### src/hdl/alu_consts.svh
`ifndef ALU_CONSTS_SVH
`define ALU_CONSTS_SVH

// --------------------------------------------------------------------------
// Datapath widths
// --------------------------------------------------------------------------

// Operand and result width
`define ALU_DATA_WIDTH 8

// AXI4-Lite bus widths
`define AXI_ADDR_WIDTH 5
`define AXI_DATA_WIDTH 32

// --------------------------------------------------------------------------
// Register map, byte offsets
// --------------------------------------------------------------------------

// Operand registers
`define REG_A      5'h00
`define REG_B      5'h04
// Opcode write starts the operation
`define REG_CTRL   5'h08
// Read only
`define REG_RESULT 5'h0C
// V N C Z, z in bit 0
`define REG_FLAGS  5'h10

`endif

### src/hdl/aluPkg.sv
`include "alu_consts.svh"

package aluPkg;

    // Operation codes, E and F unused
    typedef enum logic [3:0] {
        opAdd  = 4'h0,
        opSub  = 4'h1,
        opAnd  = 4'h2,
        opOr   = 4'h3,
        opXor  = 4'h4,
        opAdc  = 4'h5,
        opSbc  = 4'h6,
        opCmp  = 4'h7,
        opShl  = 4'h8,
        opShr  = 4'h9,
        opNand = 4'hA,
        opNor  = 4'hB,
        opXnor = 4'hC,
        opAsr  = 4'hD
    } aluOpE;

    // Flag order V N C Z, z is bit 0
    typedef struct packed {
        logic v;
        logic n;
        logic c;
        logic z;
    } flagsT;

    typedef struct packed {
        logic [`ALU_DATA_WIDTH-1:0] a;
        logic [`ALU_DATA_WIDTH-1:0] b;
        aluOpE                      op;
        flagsT                      flagsIn;
    } aluReqT;

    // Partial result of one unit
    typedef struct packed {
        logic [`ALU_DATA_WIDTH-1:0] y;
        logic                       c;
        logic                       v;
    } unitResT;

    typedef struct packed {
        logic [`ALU_DATA_WIDTH-1:0] y;
        flagsT                      flags;
    } aluRespT;

    // Master driven AXI4-Lite signals
    typedef struct packed {
        logic [`AXI_ADDR_WIDTH-1:0] awAddr;
        logic                       awValid;
        logic [`AXI_DATA_WIDTH-1:0] wData;
        logic [3:0]                 wStrb;
        logic                       wValid;
        logic                       bReady;
        logic [`AXI_ADDR_WIDTH-1:0] arAddr;
        logic                       arValid;
        logic                       rReady;
    } axiReqT;

    // Slave driven AXI4-Lite signals
    typedef struct packed {
        logic                       awReady;
        logic                       wReady;
        logic [1:0]                 bResp;
        logic                       bValid;
        logic                       arReady;
        logic [`AXI_DATA_WIDTH-1:0] rData;
        logic [1:0]                 rResp;
        logic                       rValid;
    } axiRespT;

    localparam logic [1:0] respOkay   = 2'b00;
    localparam logic [1:0] respSlvErr = 2'b10;

    // Codes 0 to D are defined, the rest illegal
    function automatic logic opLegal(input logic [3:0] code);
        return code <= 4'(opAsr);
    endfunction

endpackage

### src/hdl/aluAxiRegs.sv
`timescale 1ns/100ps

`include "alu_consts.svh"

// --------------------------------------------------------------------------
// AXI4-Lite slave and register file
// --------------------------------------------------------------------------
module aluAxiRegs import aluPkg::*; (
    input  logic    clk,
    input  logic    arstN,
    input  axiReqT  busReq,
    output axiRespT busResp,
    output aluReqT  coreReq,
    input  aluRespT coreResp
);

    localparam int W  = `ALU_DATA_WIDTH;
    localparam int DW = `AXI_DATA_WIDTH;

    // Register file
    logic [W-1:0]  aReg;
    logic [W-1:0]  bReg;
    logic [W-1:0]  resultReg;
    aluOpE         opReg;
    flagsT         flagsReg;

    // Channel state
    logic          awReadyQ;
    logic          bValidQ;
    logic          arReadyQ;
    logic          rValidQ;
    logic [1:0]    bRespQ;
    logic [1:0]    rRespQ;
    logic [DW-1:0] rDataQ;

    logic          wrFire;
    logic          rdFire;
    logic          wrStrb0;
    logic [3:0]    wrCode;
    logic          wrCodeLegal;
    logic          wrErr;
    logic          ctrlLoad;
    logic          rdErr;
    logic [DW-1:0] rdData;

    assign wrFire      = awReadyQ && busReq.awValid && busReq.wValid;
    assign rdFire      = arReadyQ && busReq.arValid;
    assign wrStrb0     = busReq.wStrb[0];
    assign wrCode      = busReq.wData[3:0];
    assign wrCodeLegal = opLegal(wrCode);

    // ----------------------------------------------------------------------
    // Write decode
    // ----------------------------------------------------------------------
    always_comb begin
        case (busReq.awAddr)
            `REG_A, `REG_B, `REG_FLAGS: wrErr = 1'b0;
            // Bad code only matters when the byte is written
            `REG_CTRL: wrErr = wrStrb0 && !wrCodeLegal;
            // Result is read only, rest unmapped
            default: wrErr = 1'b1;
        endcase
    end

    // Operation runs on the incoming opcode at the write edge
    assign ctrlLoad = wrFire && (busReq.awAddr == `REG_CTRL) && wrStrb0 && wrCodeLegal;

    assign coreReq.a       = aReg;
    assign coreReq.b       = bReg;
    assign coreReq.flagsIn = flagsReg;
    // Otherwise the last legal op, keeps the core input clean
    assign coreReq.op      = ctrlLoad ? aluOpE'(wrCode) : opReg;

    // ----------------------------------------------------------------------
    // Read decode
    // ----------------------------------------------------------------------
    always_comb begin
        rdErr  = 1'b0;
        rdData = '0;
        case (busReq.arAddr)
            `REG_A:      rdData[W-1:0] = aReg;
            `REG_B:      rdData[W-1:0] = bReg;
            `REG_CTRL:   rdData[3:0]   = opReg;
            `REG_RESULT: rdData[W-1:0] = resultReg;
            `REG_FLAGS:  rdData[3:0]   = flagsReg;
            default:     rdErr         = 1'b1;
        endcase
    end

    // Handshake state
    always_ff @(posedge clk or negedge arstN) begin
        if (!arstN) begin
            awReadyQ <= 1'b0;
            bValidQ  <= 1'b0;
            arReadyQ <= 1'b0;
            rValidQ  <= 1'b0;
        end else begin
            // AW and W taken together, one cycle pulse
            awReadyQ <= !awReadyQ && busReq.awValid && busReq.wValid && !bValidQ;
            if (wrFire) begin
                bValidQ <= 1'b1;
            end else if (busReq.bReady) begin
                bValidQ <= 1'b0;
            end
            // Read side, ready whenever no response waits
            if (rdFire) begin
                rValidQ  <= 1'b1;
                arReadyQ <= 1'b0;
            end else if (rValidQ && busReq.rReady) begin
                rValidQ  <= 1'b0;
                arReadyQ <= 1'b1;
            end else if (!rValidQ) begin
                arReadyQ <= 1'b1;
            end
        end
    end

    // Register file updates
    always_ff @(posedge clk or negedge arstN) begin
        if (!arstN) begin
            aReg      <= '0;
            bReg      <= '0;
            resultReg <= '0;
            opReg     <= opAdd;
            flagsReg  <= '0;
        end else if (wrFire && wrStrb0 && !wrErr) begin
            case (busReq.awAddr)
                `REG_A:     aReg     <= busReq.wData[W-1:0];
                `REG_B:     bReg     <= busReq.wData[W-1:0];
                // Preset, mainly for carry in
                `REG_FLAGS: flagsReg <= flagsT'(busReq.wData[3:0]);
                `REG_CTRL: begin
                    opReg    <= aluOpE'(wrCode);
                    flagsReg <= coreResp.flags;
                    // Compare only touches flags
                    if (aluOpE'(wrCode) != opCmp) begin
                        resultReg <= coreResp.y;
                    end
                end
                default: ;
            endcase
        end
    end

    // Response payload
    always_ff @(posedge clk) begin
        if (wrFire) begin
            bRespQ <= wrErr ? respSlvErr : respOkay;
        end
        if (rdFire) begin
            rDataQ <= rdData;
            rRespQ <= rdErr ? respSlvErr : respOkay;
        end
    end

    assign busResp.awReady = awReadyQ;
    assign busResp.wReady  = awReadyQ;
    assign busResp.bResp   = bRespQ;
    assign busResp.bValid  = bValidQ;
    assign busResp.arReady = arReadyQ;
    assign busResp.rData   = rDataQ;
    assign busResp.rResp   = rRespQ;
    assign busResp.rValid  = rValidQ;

    // ----------------------------------------------------------------------
    // Protocol checks
    // ----------------------------------------------------------------------
    // Stalled write response holds
    assert property (@(posedge clk) disable iff (!arstN)
        bValidQ && !busReq.bReady |=> bValidQ && $stable(bRespQ))
    else $error("aluAxiRegs: write response dropped or changed");

    // Stalled read data holds
    assert property (@(posedge clk) disable iff (!arstN)
        rValidQ && !busReq.rReady |=> rValidQ && $stable(rDataQ))
    else $error("aluAxiRegs: read response dropped or changed");

    // No new write while a response is pending
    assert property (@(posedge clk) disable iff (!arstN)
        bValidQ |-> !awReadyQ)
    else $error("aluAxiRegs: awReady with pending bValid");

endmodule

### config.mk
export PLATFORM = sky130hd
export DESIGN_NAME = aluAxiRegs
export DESIGN_NICKNAME = d
export VERILOG_FILES = /design/src/hdl/aluPkg.sv /design/src/hdl/aluAxiRegs.sv
export VERILOG_INCLUDE_DIRS = /design/src /design/src/hdl
export SDC_FILE = /design/constraint.sdc
export NUM_CORES = 1
export LEC_CHECK = 0
export ABC_AREA = 1
export BUFFER_PORTS_ARGS = -buffer_cell sky130_fd_sc_hd__buf_2
export CAP_MARGIN = 20
export CORE_UTILIZATION = 45
export CTS_CLUSTER_DIAMETER = 80
export DETAILED_ROUTE_END_ITERATION = 10
export GPL_ROUTABILITY_DRIVEN = 0
export PLACE_DENSITY = 0.79
export SYNTH_ARGS = -nofsm -noshare
export SYNTH_HDL_FRONTEND = slang
export SYNTH_SLANG_ARGS = --single-unit
### constraint.sdc
create_clock -name clk -period 2.01 [get_ports clk]
set_input_delay 0.201 -clock clk [delete_from_list [all_inputs] [get_ports clk]]
set_output_delay 0.201 -clock clk [all_outputs]
set_load 0.005 [all_outputs]
==> results of run 1 <==
==> worst max-delay path, cell delays in order, from the launching register on <==
cell and delay [ps]:
dfrtp_1 380, nand3_2 130, nor2_4 190, nand2_1 90, or2_1 210, o21ai_1 130, inv_1 70, buf_2 130
==> cell type report <==
type | instances | area (um^2)
tap | 72 | 90.1
sequential | 46 | 1200
clock buffer | 7 | 86.3
inverter | 28 | 105
timing repair buffer | 82 | 425
fill | 525 | 2520
multi-input combinational | 224 | 1080
clock inverter | 1 | 5.00
==> repair_timing <==
action	CTS	global route
setup endpoints to repair	0	4
setup buffers	0	4
hold buffers	0	0
resized for setup	0	1
==> cell usage in the layout, fill, tap and decap left out, drive strengths merged <==
cell,synthesis,routed
buf,36,82
nand3,21,21
dfrtp,36,36
o21ai,11,11
clkinv,0,1
or2,3,3
nor2,13,13
nor3,3,3
clkbuf,0,7
edfxtp,10,10
nand4,27,27
conb,1,26
inv,28,28
nand2,120,120
==> power by group <==
group          internal [uW]  leakage [uW]  total [uW]  switching, uW
logic                   64.7       0.00109         188            123
clock network            278     0.0000482         580            302
registers                981      0.000592         992           11.4
total                   1320       0.00173        1760            436
==> registers in the layout (all words and copies together), names as in the netlist, 4 cells and up <==
register   count
aReg           8
bReg           8
coreReq        4
opReg          4
rDataQ         8
resultReg      8
==> cells in the mapped netlist (all sizes together) <==
cell type	count
nand3	21
inv	28
edfxtp	10
or2	3
dfrtp	36
o21ai	11
conb	1
nor3	3
nor2	13
nand2	120
nand4	27
buf	36
==> worst min path at each step <==
stage / cells after the start / to / startpoint
after floorplan: 0 / aReg[0] / arstN
after global placement: 1 / rValidQ / arstN
after global routing: 1 / arReadyQ / arstN
after detailed placement: 1 / rValidQ / arstN
final: 1 / arReadyQ / arstN
after CTS: 1 / bReg[7] / arstN
==> kinds of logic (layout without fill, tap and decap cells) <==
group,Yosys count,after routing
and+or+nand+nor,187,187
buffers and inverters,64,118
DFF,46,46
AOI/OAI and AO/OA,11,11
other,1,26
==> metal layers <==
metal / track usage [%] / vias up / share of wire, %
li1: - / 1105 / -
met5: 0 / - / 0
met4: 9.06 / 0 / 2.4
met2: 33.5 / 86 / 48
met1: 25.5 / 998 / 44
met3: 4.00 / 10 / 5.7
==> through the flow <==
step / total power [uW] / worst slack [ps] / cells / instance area (um^2) / utilization [%]
2_1_floorplan: 1140 / 628 / 334 / 2650 / -
3_3_place_gp: 1190 / 429 / 448 / 2860 / 52.0
3_5_place_dp: 1200 / 378 / 448 / 2860 / 52.0
4_1_cts: 1770 / 39.4 / 456 / 2950 / 53.6
5_1_grt: 1840 / 36.2 / 460 / 2990 / 54.3
6_report: 1760 / 184 / 460 / 2990 / 54.3
==> impl_metrics.env, run 1 <==
export IMPL_crit_type="reg2out"
export IMPL_ys_seq_area_share_pct=46.9
export IMPL_violations="hold timing"
export IMPL_drtPass1Iterations=5
export IMPL_synth_avg_cell_area_um2=8.28
export IMPL_syn_inst=309
export IMPL_drt_wl_total_mm=5.55
export IMPL_grt_overflow_total=0
export IMPL_synthAdderAreaFrac_pct=0
export IMPL_insertion_delay_ps=300
export IMPL_clock_skew_ps=2.80
export IMPL_synth_area_leaders="dfrtp_1, nand2_1, edfxtp_1"
export IMPL_period_share_pct=90.9
export IMPL_p_per_area_nw_per_um2=589
export IMPL_synth_mux_area_share_pct=0
export IMPL_yosysUniqueCellTypes=24
export IMPL_startpoint="awReadyQ"
export IMPL_cts_path_max_buffers=2
export IMPL_drt_wirelength_per_cell_um=12.1
export IMPL_synth_xor_area_share_pct=0
export IMPL_netlist_area_leader_share_pct=35.2
export IMPL_end_kind="output port"
export IMPL_nNetsFinal=452
export IMPL_reg2reg_to="aReg[5]"
export IMPL_cts_sinks=46
export IMPL_endpoint="coreReq[5]"
export IMPL_dieArea_um2=5990
export IMPL_hold_violations=33
export IMPL_drive_gt1_share_pct=28.6
export IMPL_synth_top_family_by_area="simple AND/OR/NAND/NOR gates"
export IMPL_tightest_slew_ps=808
export IMPL_die_h_um=77.4
export IMPL_n_antenna_cell=0
export IMPL_first_iter_violations=122
export IMPL_dp_hpwl_mm=4.26
export IMPL_setup_tns_ps=0
export IMPL_io_buffers=76
export IMPL_maxCapViolations=0
export IMPL_final_max_slew_viol_count=0
export IMPL_numCtsBuffers=5
export IMPL_grt_pass1_wl_mm=9.43
export IMPL_avgViaCountPerCell=4.78
export IMPL_row_count=27
export IMPL_critical_path_required_ps=1810
export IMPL_cp_max_fo=6
export IMPL_finalSetupViolCount=0
export IMPL_max_slew_margin_pct=46.1
export IMPL_ant_nets=0
export IMPL_drc=0
export IMPL_cts_tree="yes"
export IMPL_path_clk_slew_ps=80
export IMPL_r2r_slack_ps=550
export IMPL_ir_drop_mv=0.401
export IMPL_hold_class="in2async"
export IMPL_holdWs_ps=-14.8
export IMPL_synthToLayoutAreaGrowth_pct=16.8
export IMPL_first_global_vias=2062
export IMPL_cts_root_buf="clkbuf_8"
export IMPL_synth_top_area_cell="dfrtp_1"
export IMPL_antenna_found_initial=0
export IMPL_core_area_um2=5510
export IMPL_fmax_ghz=0.548
export IMPL_ys_seq_elements=46
export IMPL_reg2reg_depth=7
export IMPL_min_period_ps=1830
export IMPL_power_leakage_uw=0.00173
export IMPL_grtUsageTotal_pct=20.2
export IMPL_ys_warn_count=0
export IMPL_ios=130
export IMPL_synth_area_um2=2560
export IMPL_die_x_um=77.4
export IMPL_crit_arrival_ps=1630
export IMPL_vias=2199
export IMPL_rsz0062_at_grt="false"
export IMPL_grt_max_degree=37
export IMPL_yosys_area_share_simple_pct=35.9
export IMPL_synth_compound_area_share_pct=2.15
export IMPL_initial_core_util_pct=46.5
export IMPL_reg2reg_from="awReadyQ"
export IMPL_outcome="finished with violations"
export IMPL_cp_start_kind="register"
export IMPL_cts_htree_levels=2
Power figures use the tool's default switching activity.
==> inputs of run 2 (changes only) <==
- CELL_PAD_IN_SITES_DETAIL_PLACEMENT: not set -> 1
- CELL_PAD_IN_SITES_GLOBAL_PLACEMENT: not set -> 1
- CORE_MARGIN: not set -> 3
- CORE_UTILIZATION: 45 -> 34
- PLACE_DENSITY: 0.79 -> not set
- PLACE_DENSITY_LB_ADDON: not set -> 0.1
==> impl_metrics.env, run 2 (same netlist as run 1, synthesis figures left out) <==
export IMPL_outcome="completed"
export IMPL_end_kind="output port"
export IMPL_ant_nets=0
export IMPL_crit_buf_inv=3
export IMPL_reg2reg_to="resultReg[7]"
export IMPL_first_iter_violations=81
export IMPL_max_slew_margin_pct=42.6
export IMPL_hold_class="in2async"
export IMPL_critical_path_required_ps=1810
export IMPL_grt_pass1_wl_mm=10.6
export IMPL_path_clk_slew_ps=80
export IMPL_period_share_pct=89.7
export IMPL_nNetsFinal=451
export IMPL_initial_core_util_pct=35.1
export IMPL_clock_skew_ps=5.59
export IMPL_cp_start_kind="register"
export IMPL_first_global_vias=2126
export IMPL_hold_buffers=0
export IMPL_cts_htree_levels=2
export IMPL_setup_tns_ps=0
export IMPL_fin_cells=486
export IMPL_final_common_cell="nand2_1"
export IMPL_n_antenna_cell=0
export IMPL_cp_max_fo=13
export IMPL_ir_drop_mv=0.210
export IMPL_cp_cell_sequence="nand3_2, nor2_4, nand3_2, inv_2, o21ai_1, inv_1, buf_2"
export IMPL_dieArea_um2=8610
export IMPL_reg2reg_from="awReadyQ"
export IMPL_p_per_area_nw_per_um2=581
export IMPL_die_x_um=92.8
export IMPL_die_h_um=92.8
export IMPL_grtUsageTotal_pct=15.5
export IMPL_reg2reg_depth=7
export IMPL_drt_wl_total_mm=6.57
export IMPL_dp_hpwl_mm=5.18
export IMPL_drt_wirelength_per_cell_um=13.5
export IMPL_min_period_ps=1800
export IMPL_cp_top_family="simple AND/OR/NAND/NOR gates"
export IMPL_maxCapViolations=0
export IMPL_power_leakage_uw=0.00173
export IMPL_cts_root_buf="clkbuf_8"
export IMPL_row_count=31
export IMPL_crit_type="reg2out"
export IMPL_final_cell_mix="nand2_1, buf_2, dfrtp_1"
export IMPL_tightest_slew_ps=861
export IMPL_numCtsBuffers=5
export IMPL_dp_cells=477
export IMPL_drc=0
export IMPL_rsz0062_at_grt="false"
export IMPL_final_max_slew_viol_count=0
export IMPL_hold_violations=0
export IMPL_crit_top_cell="nand3_2"
export IMPL_crit_arrival_ps=1600
export IMPL_antenna_found_initial=0
export IMPL_cts_path_max_buffers=2
export IMPL_cts_tree="yes"
export IMPL_r2r_slack_ps=560
export IMPL_synthToLayoutAreaGrowth_pct=17.8
export IMPL_fmax_ghz=0.555
export IMPL_io_buffers=76
export IMPL_drive_gt1_share_pct=28.4
export IMPL_ios=130
export IMPL_finalSetupViolCount=0
export IMPL_cpPeakStageDelay_ps=410
export IMPL_drtPass1Iterations=4
export IMPL_grt_overflow_total=0
export IMPL_vias=2231
export IMPL_avgViaCountPerCell=4.59
export IMPL_grt_max_degree=37
export IMPL_insertion_delay_ps=290
export IMPL_cts_sinks=46
export IMPL_cp_num_cells=7
export IMPL_core_area_um2=7290
export IMPL_crit_slowest_cell="dfrtp_1"
[run 2: changes by cell type in the layout (fill, tap and decap cells not counted), sizes merged]
cell,change
buf,-1
[run 2: layout make-up]
class	count	area, um^2
Multi-Input combinational cell	224	1080
Clock buffer	7	86.3
Clock inverter	1	5.00
Fill cell	923	4280
Timing Repair Buffer	81	418
Sequential cell	46	1200
Inverter	28	105
Tap cell	99	124
[run 2: through the flow]
step | hold slack (ps) | cell area [um^2] | power (uW) | utilization [%] | setup slack (ps)
6_report | 17.6 | 3020 | 1750 | 41.4 | 207
5_1_grt | 67.2 | 3020 | 1850 | 41.4 | 26.9
4_1_cts | 33.6 | 3000 | 1780 | 41.2 | 35.7
3_5_place_dp | 355 | 2910 | 1200 | 39.9 | 367
3_3_place_gp | 352 | 2910 | 1200 | 39.9 | 406
2_1_floorplan | -94.6 | 2650 | 1140 | - | 628
[run 2: worst max-delay path by stage]
| stage | startpoint | endpoint | slack [ps] |
|---|---|---|---|
| after floorplan | awReadyQ | coreReq[6] | 630 |
| after global placement | awReadyQ | coreReq[5] | 410 |
| after detailed placement | awReadyQ | coreReq[5] | 370 |
| after CTS | awReadyQ | coreReq[5] | 40 |
| after global routing | awReadyQ | coreReq[6] | 30 |
| final | awReadyQ | coreReq[7] | 210 |
[run 2: what timing repair did]
item | in CTS | in global routing
buffers inserted | 0 | 1
setup endpoints to repair | 0 | 4
resized for setup | 0 | 1
[run 2: per-layer routing]
layer  global-route usage (%)  up-vias  share of wire (%)
li1                         -     1096                  -
met1                     20.0     1051                 44
met2                     26.8       76                 49
met3                     2.52        8                5.1
met4                     4.15        0                1.4
met5                        0        -                  0
[run 2: where the power goes]
group	internal (uW)	switching (uW)	leakage [uW]
clock	278	290	0.0000482
sequential	981	12.7	0.000592
combinational	63.2	126	0.00109
==> inputs of run 3 (changes only) <==
- ABC_AREA: 1 -> not set
- CORE_UTILIZATION: 34 -> 33
- clock period: 2.01 -> 2 ns (I/O delays scaled with it)
==> impl_metrics.env, run 3 <==
export IMPL_finalSetupViolCount=0
export IMPL_crit_buf_inv=1
export IMPL_grtUsageTotal_pct=13.9
export IMPL_grt_pass1_wl_mm=9.14
export IMPL_ys_seq_area_share_pct=51.3
export IMPL_drtPass1Iterations=4
export IMPL_die_x_um=90.2
export IMPL_first_iter_violations=54
export IMPL_dp_hpwl_mm=4.35
export IMPL_ys_seq_elements=46
export IMPL_grt_overflow_total=0
export IMPL_synthTopCellsByCount="dfrtp_1, mux2_2, buf_4"
export IMPL_synth_edff_count=10
export IMPL_min_period_ps=1910
export IMPL_io_buffers=76
export IMPL_grt_max_degree=37
export IMPL_ios=130
export IMPL_drc=0
export IMPL_ir_drop_mv=0.301
export IMPL_p_per_area_nw_per_um2=659
export IMPL_ant_nets=0
export IMPL_synthToLayoutAreaGrowth_pct=22.6
export IMPL_critical_path_required_ps=1800
export IMPL_crit_arrival_ps=1710
export IMPL_clock_skew_ps=8.86
export IMPL_nNetsFinal=338
export IMPL_synth_avg_cell_area_um2=12.3
export IMPL_setup_tns_ps=0
export IMPL_cts_path_max_buffers=2
export IMPL_fmax_ghz=0.524
export IMPL_synth_area_um2=2340
export IMPL_yosysUniqueCellTypes=35
export IMPL_cp_top_family="flip-flops"
export IMPL_final_area_um2=2870
export IMPL_holdWs_ps=6.19
export IMPL_final_max_slew_viol_count=0
export IMPL_cts_sinks=46
export IMPL_cp_cell_sequence="and4_4, nand3_2, a31oi_4, mux2_2, buf_2"
export IMPL_drt_wl_total_mm=5.66
export IMPL_avgViaCountPerCell=4.55
export IMPL_max_slew_margin_pct=44.6
export IMPL_cp_start_kind="register"
export IMPL_path_clk_slew_ps=90
export IMPL_final_common_cell="buf_2"
export IMPL_die_h_um=90.2
export IMPL_tightest_slew_ps=832
export IMPL_fin_cells=370
export IMPL_core_area_um2=6830
export IMPL_cpPeakStageDelay_ps=380
export IMPL_synth_top_area_cell="dfrtp_1"
export IMPL_antenna_found_initial=0
export IMPL_drive_gt1_share_pct=49.3
export IMPL_numCtsBuffers=5
export IMPL_place_area_um2=2740
export IMPL_first_global_vias=1790
export IMPL_final_cell_mix="buf_2, dfrtp_1, mux2_2"
export IMPL_syn_inst=191
export IMPL_cts_htree_levels=2
export IMPL_hold_class="in2async"
export IMPL_synthArstFlopShare_pct=78.3
export IMPL_crit_type="reg2out"
export IMPL_ys_warn_count=0
export IMPL_power_leakage_uw=0.00150
export IMPL_row_count=30
export IMPL_outcome="completed"
export IMPL_crit_slowest_cell="dfrtp_1"
export IMPL_synth_most_common_cell="dfrtp_1"
export IMPL_cts_tree="yes"
export IMPL_maxCapViolations=0
export IMPL_cts_root_buf="clkbuf_8"
export IMPL_insertion_delay_ps=290
export IMPL_period_share_pct=95.4
export IMPL_dieArea_um2=8140
export IMPL_synth_area_leaders="dfrtp_1, mux2_2, edfxtp_1"
export IMPL_synth_top_flop_cell="dfrtp_1"
export IMPL_n_antenna_cell=0
export IMPL_hold_violations=0
export IMPL_vias=1683
export IMPL_cp_max_fo=4
export IMPL_final_util_pct=42.0
export IMPL_end_kind="output port"
export IMPL_initial_core_util_pct=34.3
export IMPL_rsz0062_at_grt="false"
export IMPL_netlist_area_leader_share_pct=38.5
export IMPL_dp_cells=360
export IMPL_drt_wirelength_per_cell_um=15.3
==> run 3: kinds of logic after synthesis <==
| logic type | count (synthesis) | share of synthesized area, % |
|---|---|---|
| AO/OA/AOI/OAI | 19 | 7.21 |
| flip-flops | 46 | 51.3 |
| multiplexers | 38 | 18.1 |
| AND/OR/NAND/NOR | 49 | 12.0 |
| other | 1 | 0.160 |
| buffers and inverters | 38 | 11.3 |
==> run 3: per-stage QoR <==
step	power, uW	setup slack, ps
6_report	1890	92.1
5_1_grt	1980	14.6
4_1_cts	1920	51.5
3_5_place_dp	1220	274
3_3_place_gp	1220	273
2_1_floorplan	1160	372
==> run 3: path summary, 6_finish.rpt <==
| check | startpoint | to | slack, ps | cells past startpoint |
|---|---|---|---|---|
| worst max-delay path | awReadyQ | coreReq[4] | 90 | 5 |
| worst min-delay path | arstN | opReg[3] | 6 | 1 |
| worst max register to register | awReadyQ | bReg[3] | 370 | 5 |
| worst min register to register | bValidQ | awReadyQ | 470 | 1 |
| max in group asynchronous | arstN | aReg[3] | 1480 | 1 |
| min in group clk | coreResp[9] | resultReg[5] | 140 | 2 |
==> run 3: layer usage <==
metal,vias up,global-route usage (%),wire length [um]
met4,0,2.30,17
met1,828,18.0,2560
met3,2,3.68,347
met5,-,0,0
li1,790,-,-
met2,63,23.7,2730
==> run 3: what timing repair did <==
item	CTS	global route
setup buffers	1	1
setup endpoints to repair	2	3
gates resized for setup	1	1
endpoints found under the hold margin	0	0
hold buffers	0	0
pin swaps	0	0
==> run 3: report_power, final <==
group	total [uW]	leakage [uW]	internal [uW]	switching [uW]
logic	191	0.000854	83.8	108
clock network	686	0.0000514	373	313
registers	1010	0.000590	995	19.8
==> run 3: layout make-up <==
| cell class | count | area [um^2] |
|---|---|---|
| multi-input combinational | 132 | 973 |
| sequential | 46 | 1200 |
| inverter | 1 | 3.75 |
| fill | 804 | 3960 |
| timing repair buffer | 87 | 463 |
| clock buffer | 6 | 72.6 |
| clock inverter | 2 | 37.5 |
| tap | 96 | 120 |
